==> src/design/usb_pkg.sv <==
package usb_pkg;

  // PID codes as carried in the low nibble of the PID byte
  typedef enum logic [3:0] {
    PID_RESERVED = 4'b0000,
    PID_OUT      = 4'b0001,
    PID_IN       = 4'b1001,
    PID_SOF      = 4'b0101,
    PID_SETUP    = 4'b1101,
    PID_DATA0    = 4'b0011,
    PID_DATA1    = 4'b1011,
    PID_ACK      = 4'b0010,
    PID_NAK      = 4'b1010,
    PID_STALL    = 4'b1110,
    PID_PING     = 4'b0100
  } pid_e;

  // PID class from the two low PID bits
  typedef enum logic [1:0] {
    PTYPE_SPECIAL   = 2'b00,
    PTYPE_TOKEN     = 2'b01,
    PTYPE_HANDSHAKE = 2'b10,
    PTYPE_DATA      = 2'b11
  } pid_type_e;

  // Two bytes after a token PID, first received byte in bits 7:0
  typedef union packed {
    struct packed {
      logic [4:0] crc5;
      logic [3:0] endp;
      logic [6:0] addr;
    } tok;
    struct packed {
      logic [4:0]  crc5;
      logic [10:0] frame;
    } sof;
  } token_body_u;

  // Remainder left in the CRC16 register after a good packet and its CRC
  localparam logic [15:0] CRC16_RESIDUE = 16'h800D;

  // Token CRC5, polynomial x^5 + x^2 + 1, data taken LSB first
  function automatic logic [4:0] crc5(input logic [10:0] data);
    logic [4:0] lfsr;
    logic [4:0] result;
    logic       fb;
    lfsr = 5'b11111;
    for (int i = 0; i < 11; i++) begin
      fb   = lfsr[4] ^ data[i];
      lfsr = {lfsr[3:0], 1'b0} ^ (fb ? 5'b00101 : 5'b00000);
    end
    // Inverted remainder, bit order matching the field as it is sent
    for (int i = 0; i < 5; i++) begin
      result[i] = ~lfsr[4-i];
    end
    return result;
  endfunction

  // One byte step of the data CRC16, polynomial 8005, data taken LSB first
  function automatic logic [15:0] crc16(input logic [7:0] data, input logic [15:0] crc);
    logic [15:0] crc_next;
    logic        fb;
    crc_next = crc;
    for (int i = 0; i < 8; i++) begin
      fb       = crc_next[15] ^ data[i];
      crc_next = {crc_next[14:0], 1'b0} ^ (fb ? 16'h8005 : 16'h0000);
    end
    return crc_next;
  endfunction

endpackage

==> src/design/ulpi_decoder.sv <==
module ulpi_decoder
  import usb_pkg::*;
(
  input  logic        clock,
  input  logic        reset,

  input  logic        ulpi_dir_i,
  input  logic        ulpi_nxt_i,
  input  logic [7:0]  ulpi_data_i,

  output logic        crc_error_o,
  output logic        crc_valid_o,
  output logic        sof_recv_o,
  output logic [10:0] sof_frame_o,
  output logic        dec_idle_o,

  output logic        tok_recv_o,
  output logic        tok_ping_o,
  output logic [6:0]  tok_addr_o,
  output logic [3:0]  tok_endp_o,
  output logic        hsk_recv_o,
  output logic        usb_recv_o,

  output logic        m_tvalid_o,
  output logic        m_tkeep_o,
  output logic        m_tlast_o,
  output pid_e        m_tuser_o,
  output logic [7:0]  m_tdata_o
);

  // RX_CMD bits 5:4 while a receive is in progress
  localparam logic [1:0] RX_ACTIVE = 2'b01;

  logic        dir_q;
  logic        pid_wait_q;
  logic        cyc_q;
  pid_e        pid_q;
  pid_type_e   ptype_w;
  logic        beat_w;
  logic        rx_end_w;
  logic        pid_vld_w;
  logic        end_w;
  logic        is_sof_w;
  logic        is_tok_w;
  logic        is_hsk_w;
  logic        is_dat_w;

  logic        stb_q;
  logic [7:0]  cap_q;
  logic        vld_q;
  logic [7:0]  out_q;
  logic        keep_w;

  token_body_u body_w;
  logic        crc5_ok_w;
  logic [15:0] crc16_q;
  logic        crc16_ok_w;

  logic        tok_recv_q;
  logic        tok_ping_q;
  logic        sof_recv_q;
  logic        hsk_recv_q;
  logic        usb_recv_q;
  logic        crc_valid_q;
  logic        crc_error_q;
  logic [6:0]  addr_q;
  logic [3:0]  endp_q;
  logic [10:0] frame_q;

  logic        tvalid_q;
  logic        tkeep_q;
  logic        tlast_q;
  logic [7:0]  tdata_q;

  // A data beat needs dir high for a cycle already, which skips the turnaround
  assign beat_w    = ulpi_dir_i && dir_q && ulpi_nxt_i;
  assign rx_end_w  = !ulpi_dir_i || (!ulpi_nxt_i && ulpi_data_i[5:4] != RX_ACTIVE);
  assign pid_vld_w = beat_w && pid_wait_q && (ulpi_data_i[3:0] == ~ulpi_data_i[7:4]);
  assign end_w     = cyc_q && rx_end_w;

  assign ptype_w  = pid_type_e'(pid_q[1:0]);
  assign is_sof_w = pid_q == PID_SOF;
  assign is_tok_w = ptype_w == PTYPE_TOKEN || pid_q == PID_PING;
  assign is_hsk_w = ptype_w == PTYPE_HANDSHAKE;
  assign is_dat_w = ptype_w == PTYPE_DATA;

  // Packet framing
  always_ff @(posedge clock) begin
    if (reset) begin
      dir_q      <= 1'b0;
      pid_wait_q <= 1'b0;
      cyc_q      <= 1'b0;
      pid_q      <= PID_RESERVED;
    end else begin
      dir_q <= ulpi_dir_i;
      // Only the first data byte after the turnaround can be a PID
      if (ulpi_dir_i && !dir_q) begin
        pid_wait_q <= 1'b1;
      end else if (beat_w || !ulpi_dir_i) begin
        pid_wait_q <= 1'b0;
      end
      if (rx_end_w) begin
        cyc_q <= 1'b0;
      end else if (pid_vld_w) begin
        cyc_q <= 1'b1;
      end
      if (pid_vld_w) begin
        pid_q <= pid_e'(ulpi_data_i[3:0]);
      end
    end
  end

  // Stage one, capture on every data beat; the PID beat leaves stb_q low
  always_ff @(posedge clock) begin
    if (reset) begin
      stb_q <= 1'b0;
    end else if (beat_w) begin
      stb_q <= cyc_q;
    end else if (rx_end_w) begin
      stb_q <= 1'b0;
    end
  end

  // Stage two, holds the byte before the captured one
  always_ff @(posedge clock) begin
    if (reset || rx_end_w) begin
      vld_q <= 1'b0;
    end else if (beat_w) begin
      vld_q <= stb_q;
    end
  end

  always_ff @(posedge clock) begin
    if (beat_w) begin
      cap_q <= ulpi_data_i;
      out_q <= cap_q;
    end
  end

  // At the end of a token the last two bytes are its body
  assign body_w    = {cap_q, out_q};
  assign crc5_ok_w = crc5({body_w.tok.endp, body_w.tok.addr}) == body_w.tok.crc5;

  // CRC16 over every byte after the PID
  always_ff @(posedge clock) begin
    if (!cyc_q) begin
      crc16_q <= 16'hFFFF;
    end else if (beat_w) begin
      crc16_q <= crc16(ulpi_data_i, crc16_q);
    end
  end

  assign crc16_ok_w = crc16_q == CRC16_RESIDUE;

  // End-of-packet strobes; PING also counts as a received token
  always_ff @(posedge clock) begin
    if (reset) begin
      tok_recv_q  <= 1'b0;
      tok_ping_q  <= 1'b0;
      sof_recv_q  <= 1'b0;
      hsk_recv_q  <= 1'b0;
      usb_recv_q  <= 1'b0;
      crc_valid_q <= 1'b0;
      crc_error_q <= 1'b0;
    end else begin
      tok_recv_q  <= end_w && is_tok_w && !is_sof_w && crc5_ok_w;
      tok_ping_q  <= end_w && pid_q == PID_PING && crc5_ok_w;
      sof_recv_q  <= end_w && is_sof_w && crc5_ok_w;
      hsk_recv_q  <= end_w && is_hsk_w;
      usb_recv_q  <= end_w && is_dat_w && crc16_ok_w;
      crc_valid_q <= end_w && ((is_tok_w && crc5_ok_w) || (is_dat_w && crc16_ok_w));
      // Error flag stays until the next packet that carries a CRC
      if (end_w && is_tok_w) begin
        crc_error_q <= !crc5_ok_w;
      end else if (end_w && is_dat_w) begin
        crc_error_q <= !crc16_ok_w;
      end
    end
  end

  // Token fields, updated only by a token with a good CRC5
  always_ff @(posedge clock) begin
    if (reset) begin
      addr_q  <= '0;
      endp_q  <= '0;
      frame_q <= '0;
    end else if (end_w && crc5_ok_w) begin
      if (is_sof_w) begin
        frame_q <= body_w.sof.frame;
      end else if (is_tok_w) begin
        addr_q <= body_w.tok.addr;
        endp_q <= body_w.tok.endp;
      end
    end
  end

  // Stage three, a byte leaves only once two newer bytes are held behind it
  assign keep_w = beat_w && stb_q && vld_q && is_dat_w;

  always_ff @(posedge clock) begin
    if (reset) begin
      tvalid_q <= 1'b0;
      tkeep_q  <= 1'b0;
      tlast_q  <= 1'b0;
    end else begin
      tvalid_q <= cyc_q;
      tkeep_q  <= keep_w;
      tlast_q  <= end_w && is_dat_w;
    end
  end

  always_ff @(posedge clock) begin
    if (keep_w) begin
      tdata_q <= out_q;
    end
  end

  assign crc_error_o = crc_error_q;
  assign crc_valid_o = crc_valid_q;
  assign sof_recv_o  = sof_recv_q;
  assign sof_frame_o = frame_q;
  assign dec_idle_o  = !cyc_q;
  assign tok_recv_o  = tok_recv_q;
  assign tok_ping_o  = tok_ping_q;
  assign tok_addr_o  = addr_q;
  assign tok_endp_o  = endp_q;
  assign hsk_recv_o  = hsk_recv_q;
  assign usb_recv_o  = usb_recv_q;

  assign m_tvalid_o = tvalid_q;
  assign m_tkeep_o  = tkeep_q;
  assign m_tlast_o  = tlast_q;
  assign m_tuser_o  = pid_q;
  assign m_tdata_o  = tdata_q;

endmodule

==> src/design/usb_rx_fifo.sv <==
module usb_rx_fifo
  import usb_pkg::*;
#(
  parameter int FIFO_DEPTH_LOG2 = 4
) (
  input  logic       clock,
  input  logic       reset,

  input  logic       s_tvalid_i,
  input  logic       s_tkeep_i,
  input  logic       s_tlast_i,
  input  pid_e       s_tuser_i,
  input  logic [7:0] s_tdata_i,

  output logic       m_tvalid_o,
  input  logic       m_tready_i,
  output logic       m_tkeep_o,
  output logic       m_tlast_o,
  output pid_e       m_tuser_o,
  output logic [7:0] m_tdata_o,

  output logic       overflow_o
);

  localparam int DEPTH   = 1 << FIFO_DEPTH_LOG2;
  // Entry is PID, last, keep and data byte
  localparam int ENTRY_W = 14;

  logic [ENTRY_W-1:0]     mem_q [DEPTH];
  logic [FIFO_DEPTH_LOG2:0] wr_ptr_q;
  logic [FIFO_DEPTH_LOG2:0] rd_ptr_q;
  logic [ENTRY_W-1:0]     head_w;
  logic                   empty_w;
  logic                   full_w;
  logic                   wr_req_w;
  logic                   rd_w;
  logic                   overflow_q;

  assign empty_w  = wr_ptr_q == rd_ptr_q;
  assign full_w   = (wr_ptr_q[FIFO_DEPTH_LOG2] != rd_ptr_q[FIFO_DEPTH_LOG2]) &&
                    (wr_ptr_q[FIFO_DEPTH_LOG2-1:0] == rd_ptr_q[FIFO_DEPTH_LOG2-1:0]);
  assign wr_req_w = s_tvalid_i && (s_tkeep_i || s_tlast_i);
  assign rd_w     = !empty_w && m_tready_i;

  always_ff @(posedge clock) begin
    if (wr_req_w && !full_w) begin
      mem_q[wr_ptr_q[FIFO_DEPTH_LOG2-1:0]] <= {s_tuser_i, s_tlast_i, s_tkeep_i, s_tdata_i};
    end
  end

  always_ff @(posedge clock) begin
    if (reset) begin
      wr_ptr_q   <= '0;
      rd_ptr_q   <= '0;
      overflow_q <= 1'b0;
    end else begin
      if (wr_req_w && !full_w) begin
        wr_ptr_q <= wr_ptr_q + 1'b1;
      end
      if (rd_w) begin
        rd_ptr_q <= rd_ptr_q + 1'b1;
      end
      // The decoder cannot wait, so a beat into a full buffer is lost
      overflow_q <= wr_req_w && full_w;
    end
  end

  // Head entry falls through to the output
  assign head_w     = mem_q[rd_ptr_q[FIFO_DEPTH_LOG2-1:0]];
  assign m_tvalid_o = !empty_w;
  assign m_tdata_o  = head_w[7:0];
  assign m_tkeep_o  = !empty_w && head_w[8];
  assign m_tlast_o  = !empty_w && head_w[9];
  assign m_tuser_o  = empty_w ? PID_RESERVED : pid_e'(head_w[13:10]);
  assign overflow_o = overflow_q;

endmodule

==> src/design/usb_rx_top.sv <==
module usb_rx_top
  import usb_pkg::*;
#(
  parameter int FIFO_DEPTH_LOG2 = 4
) (
  input  logic        clock,
  input  logic        reset,

  input  logic        ulpi_dir_i,
  input  logic        ulpi_nxt_i,
  input  logic [7:0]  ulpi_data_i,

  output logic        crc_error_o,
  output logic        crc_valid_o,
  output logic        sof_recv_o,
  output logic [10:0] sof_frame_o,
  output logic        tok_recv_o,
  output logic        tok_ping_o,
  output logic [6:0]  tok_addr_o,
  output logic [3:0]  tok_endp_o,
  output logic        hsk_recv_o,
  output logic        usb_recv_o,
  output logic        dec_idle_o,

  output logic        rx_tvalid_o,
  input  logic        rx_tready_i,
  output logic [7:0]  rx_tdata_o,
  output logic        rx_tkeep_o,
  output logic        rx_tlast_o,
  output pid_e        rx_tuser_o,

  output logic        overflow_o
);

  // Decoder stream, which never stalls
  logic       dec_tvalid;
  logic       dec_tkeep;
  logic       dec_tlast;
  pid_e       dec_tuser;
  logic [7:0] dec_tdata;

  ulpi_decoder i_ulpi_decoder (
    .clock       (clock),
    .reset       (reset),
    .ulpi_dir_i  (ulpi_dir_i),
    .ulpi_nxt_i  (ulpi_nxt_i),
    .ulpi_data_i (ulpi_data_i),
    .crc_error_o (crc_error_o),
    .crc_valid_o (crc_valid_o),
    .sof_recv_o  (sof_recv_o),
    .sof_frame_o (sof_frame_o),
    .dec_idle_o  (dec_idle_o),
    .tok_recv_o  (tok_recv_o),
    .tok_ping_o  (tok_ping_o),
    .tok_addr_o  (tok_addr_o),
    .tok_endp_o  (tok_endp_o),
    .hsk_recv_o  (hsk_recv_o),
    .usb_recv_o  (usb_recv_o),
    .m_tvalid_o  (dec_tvalid),
    .m_tkeep_o   (dec_tkeep),
    .m_tlast_o   (dec_tlast),
    .m_tuser_o   (dec_tuser),
    .m_tdata_o   (dec_tdata)
  );

  usb_rx_fifo #(
    .FIFO_DEPTH_LOG2 (FIFO_DEPTH_LOG2)
  ) i_usb_rx_fifo (
    .clock      (clock),
    .reset      (reset),
    .s_tvalid_i (dec_tvalid),
    .s_tkeep_i  (dec_tkeep),
    .s_tlast_i  (dec_tlast),
    .s_tuser_i  (dec_tuser),
    .s_tdata_i  (dec_tdata),
    .m_tvalid_o (rx_tvalid_o),
    .m_tready_i (rx_tready_i),
    .m_tkeep_o  (rx_tkeep_o),
    .m_tlast_o  (rx_tlast_o),
    .m_tuser_o  (rx_tuser_o),
    .m_tdata_o  (rx_tdata_o),
    .overflow_o (overflow_o)
  );

endmodule

==> config.mk <==
export PLATFORM = sky130hd
export DESIGN_NAME = usb_rx_top
export DESIGN_NICKNAME = d
export VERILOG_FILES = /design/src/design/usb_pkg.sv /design/src/design/ulpi_decoder.sv /design/src/design/usb_rx_fifo.sv /design/src/design/usb_rx_top.sv
export SDC_FILE = /design/constraint.sdc
export NUM_CORES = 1
export LEC_CHECK = 0
export BUFFER_PORTS_ARGS = -buffer_cell sky130_fd_sc_hd__buf_4
export CAP_MARGIN = 20
export CORE_MARGIN = 1.5
export CORE_UTILIZATION = 55
export DETAILED_ROUTE_END_ITERATION = 16
export PLACE_DENSITY = 0.85
export RECOVER_POWER = 25
export SYNTH_ARGS = -nofsm -noshare
export SYNTH_HDL_FRONTEND = slang
export SYNTH_SLANG_ARGS = --single-unit
export TNS_END_PERCENT = 10
==> constraint.sdc <==
create_clock -name clock -period 2.65 [get_ports clock]
set_input_delay 0.53 -clock clock [delete_from_list [all_inputs] [get_ports clock]]
set_output_delay 0.53 -clock clock [all_outputs]
set_load 0.02 [all_outputs]
==> out/summary.txt <==
Reg clk slew, reported paths: 0.07 ns
Maxcap violations: 1
Crit-path slowest cell: mux4_2
Hold Violations, Final: 0
Die Wd: 154 um
Leakage: 5.11 nW
CP Class: register to output port
Mapped Nets: 728
Nets: 846
Buffers & Inverters on Critical Path: 3
PnR worst setup slack: -0.447 ns
Number of synthesized flops with an enable pin: 248
Yosys reg bits: 320
WL met2: 14600 um
Hold Slack: 0.299 ns
First-pass GRT wire length: 42000 um
Clk_lat worst skew: 0.56 ns
Slew HR: -0.122
Max incr delay on CP: 0.52 ns
Worst EP arrival: 2.57 ns
Initial core utilization: 0.556
Drt via density: 5.94
Cts bufs inserted: 30
Final non-filler cell total: 1137
DP HPWL: 16100 um
Crit-path cells: buf_12 > buf_16 > mux4_2 > mux4_2 > and2_4 > buf_6
Worst Setup EP: rx_tuser_o[2]
Place WS: 0.0393 ns
WP depth: 6
Vias: 6750
P&R area growth vs syn: 19.7%
Commonest non-fill, non-tap cell in the layout: edfxtp_1
Outcome: finished, violations left
DRT Pass-1 Iters: 5
Htree depth: 1
Final period util: 1.17
CP endpoint kind: output port
Total Routing Usage GR: 0.242
Placed cell count: 1072
Cell row count: 55
Full die area: 0.0237 sq mm
Mean Syn Cell Area: 17.6 sq um
Endpoints failing setup: 25
Worst hold-check path type: primary input to register
Final Skew: 0.0156 ns
Initial DRC count: 607
Chip Height: 154 um
Critical Path RT: 2.12 ns
Synth cell types: 40
Worst r2r src: i_ulpi_decoder.out_q[5]$_DFFE_PP_
Reg-to-reg endpoint: i_ulpi_decoder.sof_frame_o[8]$_SDFFE_PP0P_
Root buf cell: clkbuf_16
Pwr/cell area: 678 mW/mm^2
Cells after Synth: 710
Post-Syn Area: 0.0125 sq mm
YS warnings: 0
Failing checks: max-capacitance violations, max-slew violations, negative setup slack
Reg2reg path depth: 7
Final ANT Viol Nets: 0
Total grt overflow: 0
Layout cells sized above 1: 0.279
ANT cells: 0
Drt wl/cell: 24.5 um
Met1 wire length: 10400 um
Fmax: 323 MHz
Top Metal Used: met4
CORE AREA: 0.0225 sq mm
Startpoint types: register
Largest net degree at the start of global routing: 39
Seq/Total Area, Yosys: 0.710
Overall Power: 10.2 mW
Max clock buf depth: 3
R2R Setup Slk: -0.06 ns
Antenna violations before repair: 0
GP Congestion: 0.803
Hold-fix buffers, CTS: 0
CTS tree: built
Worst slew pin tran: 1.68 ns
RSZ-0062 raised after global routing: yes
Final wirelength: 27800 um
Routed length on met3: 2010 um
Async S/R FF share, synth: 0
Vias in the first global route: 6997
Worst IR Drop VDD: 0.535 mV
CP delay by family, top: multiplexers
Final core occ: 0.666
Crit-path most repeated cell: mux4_2
CTS Sinks: 320
CP Max Fanout: 6
# DRC: 0
Number of port buffers: 58
Post-synth top flop: edfxtp_1
Most frequent cells in the layout: edfxtp_1 (248), mux4_2 (70), dfxtp_1 (70)
Fin crit period: 3.10 ns
Top Ports: 59
Fin. max-slew vios: 39
report_power, final:
group          switching, mW  leakage, nW  internal, mW  total [mW]
Combinational         0.0843         1.79        0.0691       0.153
Sequential           0.00562         2.80          5.34        5.34
Clock                   1.81        0.524          2.85        4.66
stage by stage:
stage / area, sq um / TNS, ns
after floorplan: 12500 / -10.13
after CTS: 15000 / -5.64
after detailed placement: 13700 / 0
final: 15000 / -5.75
after global placement: 13700 / 0
after global routing: 15000 / -8.12
metal layers:
metal  up-vias  GRT usage
met5         -          0
met4         0     0.0730
met3        55     0.0375
met2       316      0.429
met1      3408      0.309
li1       2971          -
cells by family (layout without fill, tap and decap cells):
group | after synthesis | count (layout) | synth area share
fa+ha+maj | 5 | 5 | 0.00500
compound gates | 30 | 30 | 0.0173
buf+inv | 41 | 183 | 0.0140
flops | 320 | 320 | 0.710
mux | 97 | 97 | 0.148
simple gates | 161 | 161 | 0.0581
xor+xnor | 56 | 56 | 0.0480
worst min-delay path by stage:
stage	cells after the start	start	slack, ns	endpoint
3_3_place_gp	2	i_ulpi_decoder.vld_q$_SDFFE_PP0P_	0.44	i_ulpi_decoder.vld_q$_SDFFE_PP0P_
2_1_floorplan	0	i_ulpi_decoder.cap_q[5]$_DFFE_PP_	0.43	i_ulpi_decoder.out_q[5]$_DFFE_PP_
3_5_place_dp	0	i_ulpi_decoder.cap_q[3]$_DFFE_PP_	0.45	i_ulpi_decoder.out_q[3]$_DFFE_PP_
4_1_cts	1	ulpi_data_i[7]	0.19	i_ulpi_decoder.cap_q[7]$_DFFE_PP_
6_report	3	ulpi_dir_i	0.30	i_ulpi_decoder.stb_q$_SDFFE_PP0P_
5_1_grt	3	ulpi_dir_i	0.30	i_ulpi_decoder.stb_q$_SDFFE_PP0P_
registers in the layout (all words and copies together) (netlist names), 4 cells and up, named ones only:
| name | count |
|---|---|
| i_ulpi_decoder.m_tuser_o | 4 |
| i_usb_rx_fifo.rd_ptr_q | 5 |
| i_ulpi_decoder.out_q | 8 |
| i_usb_rx_fifo.wr_ptr_q | 5 |
| i_usb_rx_fifo.mem_q | 224 |
| i_ulpi_decoder.tok_addr_o | 7 |
| i_ulpi_decoder.sof_frame_o | 11 |
| i_ulpi_decoder.cap_q | 8 |
| i_ulpi_decoder.m_tdata_o | 8 |
| i_ulpi_decoder.tok_endp_o | 4 |
| i_ulpi_decoder.crc16_q | 16 |
cell usage after synthesis (all sizes together), types with 8 or more instances:
cell type	n	area (sq um)
buf	9	45.0
nand3	11	55.1
clkbuf	24	100
dfxtp	72	1440
and2	8	51.3
o211ai	11	82.6
mux2i	26	260
nor3	10	50.1
nor2	46	173
nand2	59	221
nor4	8	50.1
mux4	70	1580
edfxtp	248	7450
xnor2	34	298
xor2	15	131
worst register-to-register path, delay by kind of cell (launching register included):
family	cells	cell delay, ns
compound gates	1	0.31
xor+xnor	2	0.81
buf+inv	1	0.23
flops	1	0.51
mux	1	0.22
simple gates	2	0.44
layout make-up:
type | instances | area, sq um
Clock inverter | 22 | 319
Sequential cell | 320 | 8890
Timing Repair Buffer | 119 | 1110
Tap cell | 285 | 357
Clock buffer | 34 | 766
Inverter | 8 | 30.0
Fill cell | 1444 | 7520
Multi-Input combinational cell | 349 | 3500
repair_timing:
action,4_1_cts,5_1_grt
setup buffers,6,0
gates resized for setup,27,3
pin swaps,5,0
cloned,3,0
setup endpoints to repair,14,26
Note: power is estimated with default switching activity, not from simulation.
